--- src/logic/board_pkg.sv ---
`default_nettype none

package board_pkg;

    // memory: 1024 words of 32 bits, byte addresses 0x0000 to 0x0FFF
    localparam int ram_size_words = 1024;
    localparam int ram_addr_bits = 10;

    // memory-mapped I/O
    localparam logic [15:0] baud_addr = 16'hFFEC;
    localparam logic [15:0] key_addr = 16'hFFF0;
    localparam logic [15:0] console_addr = 16'hFFF4;
    localparam logic [15:0] led_addr = 16'hFFF8;
    localparam logic [15:0] irq_ctrl_addr = 16'hFFFC;

    // read data of any address that nothing answers
    localparam logic [31:0] unmapped_data = 32'hDEADBEEF;

    // 50 MHz / 434 is roughly 115200 baud
    localparam logic [15:0] baud_reset = 16'd434;
    localparam logic [3:0] key_vector = 4'd1;

    // about 1 ms of clock cycles at 50 MHz
    localparam logic [15:0] ps2_timeout = 16'd50000;

    typedef struct packed {
        logic [15:0] addr;
        logic [31:0] wdata;
        logic        write;
        logic        read;
    } bus_req_t;

    typedef struct packed {
        logic [31:0] rdata;
        logic        rvalid;
    } bus_rsp_t;

    typedef struct packed {
        logic       valid;
        logic [7:0] ascii;
    } key_event_t;

    typedef struct packed {
        logic       valid;
        logic [7:0] code;
        logic       parity_ok;
    } scan_t;

    typedef enum logic [1:0] {ps2_idle, ps2_data, ps2_parity, ps2_stop} ps2_state_e;
    typedef enum logic [1:0] {tx_idle, tx_start, tx_data, tx_stop} tx_state_e;

endpackage

`default_nettype wire

--- src/logic/ps2_receiver.sv ---
`timescale 1ns/1ps
`default_nettype none

module ps2_receiver import board_pkg::*; (
    input  wire   clk,
    input  wire   rst_n,
    input  wire   ps2_clk,
    input  wire   ps2_dat,
    output scan_t scan
);

    // two-flop synchronizers, plus one more stage on the clock for edges
    logic [1:0] clk_sync;
    logic [1:0] dat_sync;
    logic       clk_prev;
    logic       fall;

    ps2_state_e  state;
    logic [7:0]  shift_q;
    logic [2:0]  bit_cnt;
    logic        parity_q;
    logic [15:0] idle_cnt;
    logic        parity_good;

    always_ff @(posedge clk or negedge rst_n) begin
        if (!rst_n) begin
            clk_sync <= 2'b11;
            dat_sync <= 2'b11;
            clk_prev <= 1'b1;
        end else begin
            clk_sync <= {clk_sync[0], ps2_clk};
            dat_sync <= {dat_sync[0], ps2_dat};
            clk_prev <= clk_sync[1];
        end
    end

    // device shifts data on the falling clock edge
    assign fall = clk_prev & ~clk_sync[1];

    // odd parity: data bits plus parity bit hold an odd count of ones
    assign parity_good = ^{shift_q, parity_q};

    always_ff @(posedge clk or negedge rst_n) begin
        if (!rst_n) begin
            state <= ps2_idle;
            shift_q <= 8'h00;
            bit_cnt <= 3'd0;
            parity_q <= 1'b0;
            idle_cnt <= 16'd0;
            scan <= '0;
        end else begin
            // single-cycle pulse
            scan.valid <= 1'b0;
            if (fall || state == ps2_idle) begin
                idle_cnt <= 16'd0;
            end else begin
                idle_cnt <= idle_cnt + 16'd1;
            end
            if (state != ps2_idle && idle_cnt == ps2_timeout) begin
                // stalled frame, give up and wait for a new start bit
                state <= ps2_idle;
            end else if (fall) begin
                case (state)
                    ps2_idle: begin
                        // start bit is low
                        if (!dat_sync[1]) begin
                            state <= ps2_data;
                            bit_cnt <= 3'd0;
                        end
                    end
                    ps2_data: begin
                        // lsb first
                        shift_q <= {dat_sync[1], shift_q[7:1]};
                        bit_cnt <= bit_cnt + 3'd1;
                        if (bit_cnt == 3'd7) begin
                            state <= ps2_parity;
                        end
                    end
                    ps2_parity: begin
                        parity_q <= dat_sync[1];
                        state <= ps2_stop;
                    end
                    ps2_stop: begin
                        // bad parity or low stop bit drops the frame
                        if (dat_sync[1] && parity_good) begin
                            scan.valid <= 1'b1;
                            scan.code <= shift_q;
                            scan.parity_ok <= 1'b1;
                        end
                        state <= ps2_idle;
                    end
                    default: state <= ps2_idle;
                endcase
            end
        end
    end

endmodule

`default_nettype wire

--- config.mk ---
export PLATFORM = sky130hd
export DESIGN_NAME = ps2_receiver
export DESIGN_NICKNAME = d
export VERILOG_FILES = /design/src/logic/board_pkg.sv /design/src/logic/ps2_receiver.sv
export SDC_FILE = /design/constraint.sdc
export NUM_CORES = 1
export LEC_CHECK = 0
export ABC_AREA = 1
export BUFFER_PORTS_ARGS = -buffer_cell sky130_fd_sc_hd__buf_2
export CAP_MARGIN = 20
export CORE_UTILIZATION = 30
export DETAILED_ROUTE_END_ITERATION = 6
export GPL_ROUTABILITY_DRIVEN = 0
export SYNTH_ARGS = -nofsm -noshare
export SYNTH_HDL_FRONTEND = slang
export SYNTH_SLANG_ARGS = --single-unit
--- constraint.sdc ---
create_clock -name clk -period 3.1 [get_ports clk]
set_input_delay 0.465 -clock clk [delete_from_list [all_inputs] [get_ports clk]]
set_output_delay 0.465 -clock clk [all_outputs]
set_load 0.01 [all_outputs]
Word level (Yosys, flattened, before mapping) --
Cells that the tools add are included.
Storage, ports and cells: logic and storage cells 49, flip-flop bits (word level) 45, bits of input ports 4
Cells by class: reduce and logical (&&, ||, !) cells 13, muxes and demuxes 12, bitwise gates (word level) 3, eq/ne operators 8, add/subtract/negate cells 2
Operators by type and width (number):
- $mux 10 | 4
- $add 16x1->16 const B | 1
- $eq 16x16->1 const B | 1
- $mux 16 | 1
- $reduce_and 3->1 | 3
- $reduce_xor 9->1 | 1
- $mux 2 | 4
- $pmux 2 s4 | 1
- $reduce_and 4->1 | 2
- $pmux 3 s2 | 1
- $reduce_bool 2->1 | 3
- $eq 2x2->1 const B | 2
- $add 3x1->3 const B | 1
- $eq 3x3->1 const B | 1
- $mux 3 | 1
- $ne 3x2->1 const B | 1
- $ne 3x3->1 const B | 1
- $eq 2x1->1 const B | 1
- $logic_and 1x1->1 | 2
- $logic_not 2->1 | 1
- $ne 2x2->1 const B | 1
- $not 1->1 | 2
- $and 1x1->1 | 1
- $logic_or 1x1->1 | 1

Depth between registers and ports, before layout --
Gate-level depths: netlist (run 1).
word-level depth 6, depth in mapped cells 11, mapped depth without buffers 11

Worst setup path before layout (run 1) --
No wires, ideal clock.
kind flip-flop to flip-flop, start point reg state[0], end point reg scan[1] (netlist bit), setup slack 1.576 ns, stages on the path, launching flop included 12, arrival time 1.407 ns, setup time 0.117 ns, path through dfrtp_1 -> inv_1 -> ha_1 -> nor2_1 -> nand2_1 -> nor2_2 -> nand2_4 -> nand2_2 -> nor2_4 -> nand2_4 -> nand2_1 -> nand2_1
Between the ends: cells in the longest elaborated chain, start to end 4, elaborated cells between the ends (all ways) 5, those cells by class eq/ne (1); bitwise (1); reduce/logical (3)
Ends and longest elaborated chain:
- start: declaration | line ps2_receiver.sv:18 | ps2_state_e state;
- start signal: assignment | line ps2_receiver.sv:45 | state <= ps2_idle;
- start signal: assignment | line ps2_receiver.sv:61 | state <= ps2_idle;
- start signal: assignment | line ps2_receiver.sv:67 | state <= ps2_data;
- $reduce_bool 2->1 | line ps2_receiver.sv:59 | if (state != ps2_idle && idle_cnt == ps2_timeout) begin
- $logic_and 1x1->1 | line ps2_receiver.sv:59
- $not 1->1 (no line)
- $reduce_and 4->1 (no line) (*)
- end: declaration | line ps2_receiver.sv:9 | output scan_t scan
Mark *: on every way between the ends. The rest lies on a longest branch, timed or not. A chain may end at the register's enable or synchronous reset.

Final worst setup path (run 1) --
start point reg state[0], end point reg bit_cnt[2]
Between the ends: cells in the longest elaborated chain, start to end 4, elaborated cells between the ends (all ways) 9, those cells by class eq/ne (2); mux (1); bitwise (1); reduce/logical (5)
Ends and longest elaborated chain:
- branches (longest 4 deep; another with $reduce_and 4->1)
- end signal: assignment | line ps2_receiver.sv:74 | bit_cnt <= bit_cnt + 3'd1;
- end: declaration | line ps2_receiver.sv:20 | logic [2:0] bit_cnt;
Several ways; the timed one is not identified.

==> results of run 1 <==
-- final timing paths --
kind	startpoint	end	slack (ns)	depth (start not counted)
min in group clk	ps2_clk	clk_sync[0]	0.26	1
hold / removal	rst_n	idle_cnt[4]	0.1	1
max in group asynchronous	rst_n	idle_cnt[14]	2.52	2
setup / recovery	state[0]	bit_cnt[2]	1.35	10
setup reg to reg	state[0]	bit_cnt[2]	1.35	10
hold reg to reg	dat_sync[0]	dat_sync[1]	0.36	0
-- flip-flops by register name (all words and copies together), names as in the netlist --
register / flops
clk_prev: 1
bit_cnt: 3
idle_cnt: 16
dat_sync: 2
parity_q: 1
state: 2
scan: 10
shift_q: 8
clk_sync: 2
-- worst max-delay path, cell delays in order, from the launching register on --
cell,delay [ns]
dfrtp_1,0.41
inv_1,0.10
ha_1,0.24
nor2_1,0.07
nand2_1,0.07
nor2_2,0.05
nand2_4,0.09
nand3_2,0.25
nor2_1,0.28
nand2_1,0.07
nand2_1,0.07
-- per-layer routing --
| metal | vias up | part of all wire |
|---|---|---|
| met5 | - | 0 |
| met2 | 26 | 0.45 |
| met4 | 0 | 0.013 |
| met1 | 714 | 0.50 |
| met3 | 4 | 0.035 |
| li1 | 843 | - |
-- kinds of logic (layout without fill, tap and decap cells) --
family | after synthesis | in the layout | synth area share
xor+xnor | 7 | 7 | 0.0280
fa+ha+maj | 8 | 8 | 0.0457
compound gates | 31 | 31 | 0.0795
buf+inv | 33 | 54 | 0.0583
flops | 45 | 45 | 0.517
simple gates | 128 | 128 | 0.271
-- power by group through the flow --
| stage | sequential, uW | combinational, uW | clock [uW] |
|---|---|---|---|
| floorplan | 786 | 428 | 0 |
| global placement | 795 | 545 | 0 |
| detailed placement | 797 | 556 | 0 |
| CTS | 786 | 559 | 460 |
| global route | 802 | 657 | 484 |
| finish | 787 | 553 | 438 |
-- layout make-up --
cell class | count | share of cell area
Tap cell | 96 | 0.0480
Inverter | 32 | 0.0480
Multi-Input combinational cell | 174 | 0.371
Clock buffer | 5 | 0.0275
Sequential cell | 45 | 0.453
Timing Repair Buffer | 14 | 0.0340
Clock inverter | 3 | 0.0185
-- placed cells by master, fill, tap and decap left out, types with 3 or more instances in the layout --
cell type,instances
nand4_1,4
dfrtp_1,40
dfstp_2,5
nand3_2,3
a21oi_1,7
inv_1,30
xnor2_1,4
nor2_1,15
xor2_1,3
nor2_2,5
nand2_1,74
o21ai_0,10
buf_2,13
ha_1,8
nand3_1,15
o21ai_1,7
nand2_2,3
clkbuf_8,5
-- metrics by stage --
stage          power [uW]   util  setup WS [ns]
6_report             1780  0.362           1.35
3_3_place_gp         1340  0.343           1.40
3_5_place_dp         1350  0.343           1.35
5_1_grt              1940  0.362           1.11
2_1_floorplan        1210      -           1.58
4_1_cts              1800  0.359           1.34
==> reports/summary.txt, run 1 <==
Status: finished, final reports clean
Post-synth EDFFs: 0
Vias/cell: 4.30
Die ar.: 0.00764 mm^2
Routed Antenna Nets: 0
Starting density of the core: 0.317
CP startpoint kind: flip-flop
Tmin final: 1.75 ns
Clk Latency, worst-skew pair: 0.30 ns
Power per cell area: 711 mW/mm^2
CTS buffer count: 5
Yosys warnings: 0
Gr busiest metal: met2
Cell count after synthesis: 252
Placed Cells: 360
Final Net Count: 284
Tcrit/Tclk final: 0.565
Tightest Hold Check Type: in2async
Antenna violations before repair: 0
Non-filler instance count after layout: 369
Main synth FF type: dfrtp_1
GRT met2 Usage: 0.181
Initial DRC count: 111
Upper clock frequency limit: 570 MHz
Top post-synthesis cells by area: dfrtp_1, nand2_1, dfstp_2, inv_1, ha_1
Area post-placement: 0.00237 mm^2
Core Area: 0.00691 mm^2
Async SR Flop Fraction: 1.00
Clk root buf: clkbuf_8
Worst Path Arrival: 1.99 ns
Crit end category: flip-flop
Met1 GRT Util: 0.143
RSZ-0062 raised after global routing: false
Sequential share of the synthesized area: 0.517
Clock power frac: 0.246
Net Sw Power: 649 uW
P_leak: 0.00125 uW
Layout fillers: 730
Max Cap Viol: 0
Leading area contributor after synthesis: dfrtp_1
Sink Count: 45
GRT Overall Usage: 0.111
Area Overhead vs Synth: 14.3%
WS Path Type: reg2reg
Worst hold slack: 0.0960 ns
Die Y: 87.4 um
Pin count of the biggest net entering global routing: 46
Part of the power in registers: 0.442
Total grt overflow: 0
Drt wl/cell: 9.94 um
Antenna diodes: 0
Num rows: 30
Area occupied by multi-input gates: 928 um^2
Setup-failing EPs final: 0
Fin area: 0.00250 mm^2
Fin. Hold Viols: 0
Switch share: 0.365
Worst clock skew: 0.00858 ns
DIE WIDTH: 87.4 um
Post-cts resize count: 0
Register area: 0.00113 mm^2
Global-route wire length before repair: 6630 um
Mapped Nets: 264
Slew headroom: 0.720
CTS max path bufs: 2
H-tree depth: 2
Residual DRC: 0
Share of cells above drive strength 1: 0.165
Most frequent cells after synthesis: nand2_1, dfrtp_1, inv_1
Actual slew at the worst max-slew pin: 0.419 ns
Met3 usage: 0.0284
Drt first pass iters: 4
Count leader, synth: nand2_1
Clock-pin slew on the worst setup and hold paths: 0.08 ns
Ports: 14
Distinct cells, synth: 32
Yosys top cell area share: 0.457
CP Max Fanout: 16
Worst vdd ir: 250 uV
CTS tree: built
Mapped Area: 0.00219 mm^2
Setup TNS: 0 ns
Avg Cell Area, Syn: 8.68 um^2
Via count: 1,587
Final WL: 3670 um
Port Buffers: 13
Setup bufs post-CTS: 0
#FFs+latches synth: 45
Int Pwr: 1130 uW
Combinational share of power: 0.311
Critical Path RT: 3.33 ns
Vias in the first global route: 1,540
Hold buffers post-CTS: 0
Slew Limit Fails: 0
Dpl hpwl: 2660 um
Power figures use the tool's default switching activity.
==> run 2: changes to the inputs <==
clock period = 1.76 ns   (was 3.1 ns; I/O delays follow)
==> run 2 against run 1 <==
Against the previous run:
- fmax is 9.8% higher
- via count increased by 4.4%
- sequential share of layout area fell by 1.7 points
- design area is 4.0% higher
- setup slack worse by 1.2 ns
- critical path type unchanged
- critical endpoint is now idle_cnt[12]
- largest power group unchanged
- highest routed layer unchanged
==> reports/summary.txt, run 2 (same netlist as run 1, synthesis figures left out) <==
WS Path Type: reg2reg (unchanged)
Worst Path Arrival: 1.84 ns (was 1.99 ns)
Worst vdd ir: 461 uV (was 250 uV)
GRT Overall Usage: 0.119 (was 0.111)
CTS buffer count: 5 (unchanged)
Upper clock frequency limit: 627 MHz (was 570 MHz)
Clk Latency, worst-skew pair: 0.30 ns (about the same)
Max stage delay on crit path: 0.41 ns (about the same)
Largest registers: idle_cnt (16), scan (10), shift_q (8) (unchanged)
Status: finished, final reports clean (unchanged)
DIE WIDTH: 87.4 um (unchanged)
CP startpoint kind: flip-flop (unchanged)
Final Net Count: 292 (was 284)
Crit-path most repeated cell: nand2_1 (unchanged)
Fin. Hold Viols: 0 (unchanged)
Power per cell area: 1290 mW/mm^2 (was 711 mW/mm^2)
Commonest non-fill, non-tap cell in the layout: nand2_1 (unchanged)
Worst r2r src: idle_cnt[0] (was state[0])
Max Cap Viol: 0 (unchanged)
Total grt overflow: 0 (unchanged)
Slew headroom: 0.659 (was 0.720)
Max reg flops: 16 (unchanged)
Core Area: 0.00691 mm^2 (unchanged)
Switch share: 0.348 (was 0.365)
P_leak: 0.00131 uW (was 0.00125 uW)
Starting density of the core: 0.317 (unchanged)
Clock power frac: 0.275 (was 0.246)
Initial DRC count: 117 (was 111)
Worst clock skew: 0.0120 ns (was 0.00858 ns)
Port Buffers: 13 (unchanged)
Int Pwr: 2190 uW (was 1130 uW)
Net Sw Power: 1170 uW (was 649 uW)
CP top delay family: simple AND/OR/NAND/NOR gates (unchanged)
Area post-placement: 0.00242 mm^2 (was 0.00237 mm^2)
Layout fillers: 734 (was 730)
Final WL: 3920 um (was 3670 um)
Residual DRC: 0 (unchanged)
Dpl hpwl: 2920 um (was 2660 um)
Fin area: 0.00260 mm^2 (was 0.00250 mm^2)
Top reg by flops: idle_cnt (unchanged)
Routed Antenna Nets: 0 (unchanged)
Worst path depth: 8 (was 10)
Pin count of the biggest net entering global routing: 26 (was 46)
Part of the power in registers: 0.412 (was 0.442)
Antenna diodes: 0 (unchanged)
Worst R2R Setup Slack: 0.16 ns (was 1.35 ns)
Sink Count: 45 (unchanged)
Worst hold slack: 0.0608 ns (was 0.0960 ns)
Global-route wire length before repair: 6960 um (was 6630 um)
H-tree depth: 2 (unchanged)
Tcrit/Tclk final: 0.907 (was 0.565)
Worst Setup EP: idle_cnt[12] (was bit_cnt[2])
Ports: 14 (unchanged)
Clk root buf: clkbuf_8 (unchanged)
CP Max Fanout: 5 (was 16)
R2r worst-path depth: 8 (was 10)
Setup-failing EPs final: 0 (unchanged)
CTS max path bufs: 2 (unchanged)
Crit end category: flip-flop (unchanged)
Area Overhead vs Synth: 18.8% (was 14.3%)
Critical Path RT: 2.00 ns (was 3.33 ns)
Combinational share of power: 0.313 (was 0.311)
Slew Limit Fails: 0 (unchanged)
Reg2Reg Capture Point: idle_cnt[12] (was bit_cnt[2])
Beginning of the critical path: idle_cnt[0] (was state[0])
Die ar.: 0.00764 mm^2 (unchanged)
Slowest CP cell: dfrtp_1 (unchanged)
Drt wl/cell: 10.4 um (was 9.94 um)
Commonest non-fill, non-tap cells in the layout: nand2_1, dfrtp_1, inv_1, nand3_1, nor2_1 (was nand2_1, dfrtp_1, inv_1, nor2_1, nand3_1)
CTS tree: built (unchanged)
CP bufs+invs: 0 (was 1)
Via count: 1,657 (was 1,587)
Tightest Hold Check Type: in2reg (was in2async)
Actual slew at the worst max-slew pin: 0.511 ns (was 0.419 ns)
Drt first pass iters: 4 (unchanged)
Share of cells above drive strength 1: 0.199 (was 0.165)
Num rows: 30 (unchanged)
Vias in the first global route: 1,556 (was 1,540)
Ordered list of cells on the worst path: ha_2 > nand2_1 > nor2_2 > nand2_2 > nor3_4 > nand2_1 > o21ai_1 > and2_1 (was inv_1 > ha_1 > nor2_1 > nand2_1 > nor2_2 > nand2_4 > nand3_2 > nor2_1 > nand2_1 > nand2_1)
Vias/cell: 4.40 (was 4.30)
Antenna violations before repair: 0 (unchanged)
Clock-pin slew on the worst setup and hold paths: 0.08 ns (about the same)
Tmin final: 1.60 ns (was 1.75 ns)
Die Y: 87.4 um (unchanged)
## run 2: cell count changes in the layout (fill, tap and decap cells not counted), sizes merged
cell	before	now
buf	14	21
bufinv	1	2
clkinv	2	0
dlygate4sd3	0	1
inv	31	32
## run 2: timing repair
| action | in CTS | in global routing |
|---|---|---|
| setup endpoints to repair | 0 | 6 |
| setup buffers | 0 | 3 |
| gates resized for setup | 0 | 4 |
| hold endpoints to repair | 20 | 0 |
| hold buffers | 1 | 0 |
## run 2: metrics by stage
stage	total power [uW]	worst slack, ns	instances	utilization	setup TNS, ns
after floorplan	2140	0.236	252	-	0
after global placement	2400	0.150	365	0.350	0
after detailed placement	2430	0.155	365	0.350	0
after CTS	3380	0.139	374	0.371	0
after global routing	3640	-0.0294	377	0.376	-0.0398
final	3360	0.164	377	0.376	0
## run 2: how the worst min path moves through the flow
stage,from,endpoint,cells past startpoint
2_1_floorplan,rst_n,bit_cnt[0],0
3_3_place_gp,rst_n,idle_cnt[0],1
3_5_place_dp,rst_n,idle_cnt[0],1
4_1_cts,ps2_clk,clk_sync[0],1
5_1_grt,ps2_clk,clk_sync[0],1
6_report,ps2_clk,clk_sync[0],1
## run 2: cell type report
cell class	count	area [um^2]	share of cell area
Inverter	32	124	0.0476
Sequential cell	45	1130	0.436
Tap cell	96	120	0.0462
Clock inverter	3	68.8	0.0265
Multi-Input combinational cell	174	938	0.361
Timing Repair Buffer	22	148	0.0568
Clock buffer	5	68.8	0.0265
## run 2: layer usage
metal / routed length, um / vias to the layer above / track usage
li1: - / 854 / -
met1: 2010 / 763 / 0.160
met2: 1640 / 32 / 0.176
met3: 182 / 8 / 0.0284
met4: 91 / 0 / 0.0626
met5: 0 / - / 0
## run 2: power by group through the flow
stage / Combinational (uW) / Clock, uW / Sequential [uW]
2_1_floorplan: 753 / 0 / 1390
3_3_place_gp: 1010 / 0 / 1400
3_5_place_dp: 1020 / 0 / 1400
4_1_cts: 1030 / 963 / 1380
5_1_grt: 1230 / 998 / 1420
6_report: 1050 / 925 / 1380
==> run 3: changes to the inputs <==
ABC_AREA = unset   (was 1)
==> run 3 against run 2 <==
Against the previous run:
- the flow now finishes with violations (setup timing)
- highest routed layer unchanged
- count of clock-buffer cells in the layout did not move
- design area rose by 9.1%
- final cell count fell by 18%
- global-route usage rose by 0.70 points
- power rose by 24%
- fmax fell by 17%
- sequential share of layout area fell by 3.6 points
- largest power group is now combinational logic
==> reports/summary.txt, run 3 <==
Via count: 1,438 (was 1,657)
Final Net Count: 243 (was 292)
RSZ-0062 raised after global routing: true
Cell count after synthesis: 173 (was 252)
CP startpoint kind: flip-flop (unchanged)
Clk root buf: clkbuf_8 (unchanged)
Drt wl/cell: 13.0 um (was 10.4 um)
Total grt overflow: 0 (unchanged)
CP Max Fanout: 6 (was 5)
Die Y: 85.3 um (was 87.4 um)
Violated checks: setup timing
Tightest Hold Check Type: in2reg (unchanged)
GRT Overall Usage: 0.126 (was 0.119)
Final core occ: 0.434 (was 0.376)
Drt first pass iters: 4 (unchanged)
Pwr Total: 4160 uW (was 3360 uW)
Non-filler instance count after layout: 309 (was 377)
Vias/cell: 4.65 (was 4.40)
Avg Cell Area, Syn: 12.0 um^2 (was 8.68 um^2)
Slew headroom: 0.651 (was 0.659)
Worst Setup EP: scan[4] (was idle_cnt[12])
R2r worst-path depth: 7 (was 8)
Main synth FF type: dfrtp_1 (unchanged)
Antenna violations before repair: 0 (unchanged)
Pin count of the biggest net entering global routing: 25 (was 26)
Routed Antenna Nets: 0 (unchanged)
Mapped Nets: 185 (was 264)
Distinct cells, synth: 33 (was 32)
Reg2Reg Capture Point: scan[4] (was idle_cnt[12])
Power per cell area: 1470 mW/mm^2 (was 1290 mW/mm^2)
Tcrit/Tclk final: 1.10 (was 0.907)
Num rows: 29 (was 30)
Async SR Flop Fraction: 1.00 (unchanged)
Slew Limit Fails: 0 (unchanged)
Commonest non-fill, non-tap cell in the layout: dfrtp_1 (was nand2_1)
DIE WIDTH: 85.3 um (was 87.4 um)
Setup-failing EPs final: 20 (was 0)
Top reg by flops: idle_cnt (unchanged)
Port Buffers: 13 (unchanged)
Status: finished, violations left (was finished, final reports clean)
#FFs+latches synth: 45 (unchanged)
Ports: 14 (unchanged)
Fin. Hold Viols: 0 (unchanged)
Yosys warnings: 0 (unchanged)
Worst setup margin: -0.172 ns (was 0.164 ns)
Residual DRC: 0 (unchanged)
Worst clock skew: 0.00624 ns (was 0.0120 ns)
Vias in the first global route: 1,439 (was 1,556)
Most frequent cells after synthesis: dfrtp_1, nor2_1, mux2_2, nand2_1, xnor2_1 (was nand2_1, dfrtp_1, inv_1)
Share of cells above drive strength 1: 0.457 (was 0.199)
Area Overhead vs Synth: 36.4% (was 18.8%)
P_leak: 0.00134 uW (was 0.00131 uW)
Yosys top cell area share: 0.481 (was 0.457)
WS Path Type: reg2reg (unchanged)
CTS max path bufs: 2 (unchanged)
Area post-placement: 0.00256 mm^2 (was 0.00242 mm^2)
Area occupied by multi-input gates: 0.00105 mm^2 (was 938 um^2)
Dpl hpwl: 2740 um (was 2920 um)
Register area: 0.00113 mm^2 (unchanged)
Crit end category: flip-flop (unchanged)
Worst R2R Setup Slack: -0.17 ns (was 0.16 ns)
CTS tree: built (unchanged)
Core Area: 0.00653 mm^2 (was 0.00691 mm^2)
Count leader, synth: dfrtp_1 (was nand2_1)
Max reg flops: 16 (unchanged)
Largest registers: idle_cnt (16), scan (10), shift_q (8) (unchanged)
Clk Latency, worst-skew pair: 0.30 ns (about the same)
Leading area contributor after synthesis: dfrtp_1 (unchanged)
Final WL: 4020 um (was 3920 um)
Global-route wire length before repair: 6980 um (was 6960 um)
Beginning of the critical path: state[1] (was idle_cnt[0])
Post-synth EDFFs: 0 (unchanged)
Max Cap Viol: 0 (unchanged)
Die ar.: 0.00727 mm^2 (was 0.00764 mm^2)
Initial DRC count: 32 (was 117)
CTS buffer count: 5 (unchanged)
Mapped Area: 0.00208 mm^2 (was 0.00219 mm^2)
Layout fillers: 617 (was 734)
Sequential share of the synthesized area: 0.544 (was 0.517)
Worst Path Arrival: 2.13 ns (was 1.84 ns)
Upper clock frequency limit: 518 MHz (was 627 MHz)
Starting density of the core: 0.319 (was 0.317)
Fin area: 0.00284 mm^2 (was 0.00260 mm^2)
Antenna diodes: 0 (unchanged)
Commonest non-fill, non-tap cells in the layout: dfrtp_1, buf_4, mux2_4, nor2_1, buf_2 (was nand2_1, dfrtp_1, inv_1, nand3_1, nor2_1)
Top post-synthesis cells by area: dfrtp_1, dfstp_2, mux2_4, mux2_2, ha_1 (was dfrtp_1, nand2_1, dfstp_2, inv_1, ha_1)
Critical Path RT: 1.96 ns (was 2.00 ns)
Sink Count: 45 (unchanged)
Worst r2r src: state[1] (was idle_cnt[0])
Actual slew at the worst max-slew pin: 0.523 ns (was 0.511 ns)
Placed Cells: 296 (was 365)
Clock-pin slew on the worst setup and hold paths: 0.09 ns (was 0.08 ns)
H-tree depth: 2 (unchanged)
Worst vdd ir: 613 uV (was 461 uV)
Tmin final: 1.93 ns (was 1.60 ns)
==> run 3: how the worst min path moves through the flow <==
stage               startpoint  slack, ns  depth (start not counted)          end
floorplan                rst_n      -0.03                          0   bit_cnt[0]
global placement         rst_n       0.27                          1      scan[3]
detailed placement       rst_n       0.28                          1      scan[3]
global route           ps2_clk       0.03                          1  clk_sync[0]
CTS                    ps2_clk       0.04                          1  clk_sync[0]
finish                 ps2_clk       0.05                          1  clk_sync[0]
==> run 3: power breakdown <==
group	switching (uW)	internal, uW
sequential	140	1270
clock	368	564
combinational	781	1040
total	1290	2870
==> run 3: routing by layer <==
metal	vias up	routed length, um	global-route usage	share of wire
li1	714	-	-	-
met1	692	1980	0.173	0.49
met2	24	1860	0.192	0.46
met3	8	120	0.0321	0.030
met4	0	56	0.0455	0.014
met5	-	0	0	0
==> run 3: worst max-delay path, stage by stage, from the launching register on <==
cell and delay, ns:
dfrtp_1 0.37, inv_2 0.06, ha_4 0.15, nor4b_2 0.23, and4_4 0.32, nor3b_4 0.07
mux2_4 0.32, mux2_4 0.30
==> run 3: area by class of cell <==
cell class              instances  area share
clock buffers                   5      0.0243
flip-flops and latches         45       0.399
multi-input cells             117       0.370
inverters                       8      0.0106
clock inverters                 3      0.0229
well taps                      77      0.0340
repair buffers                 54       0.139
==> run 3: kinds of logic after synthesis <==
kind of cell,after synthesis,share of synthesized area
XOR/XNOR,19,0.0800
flip-flops,45,0.544
buffers and inverters,12,0.0271
AND/OR/NAND/NOR,56,0.145
adder cells (fa/ha/maj),8,0.0481
multiplexers,18,0.112
AO/OA/AOI/OAI,15,0.0439
==> run 3: per-stage QoR <==
| stage | worst slack [ns] | TNS [ns] | hold WS, ns |
|---|---|---|---|
| final | -0.172 | -2.37 | 0.0534 |
| after global routing | -0.265 | -4.20 | 0.0348 |
| after CTS | -0.126 | -1.45 | 0.0434 |
| after detailed placement | -0.289 | -4.45 | 0.281 |
| after global placement | -0.194 | -2.55 | 0.269 |
| after floorplan | -0.219 | -3.32 | -0.0316 |
==> run 3: what timing repair did <==
| action | CTS | global route |
|---|---|---|
| setup buffers | 2 | 1 |
| endpoints found under the setup margin | 21 | 24 |
| hold buffers | 1 | 0 |
| hold endpoints to repair | 16 | 0 |
| pin swaps | 2 | 4 |
| resized for setup | 11 | 11 |
| gates cloned | 1 | 0 |
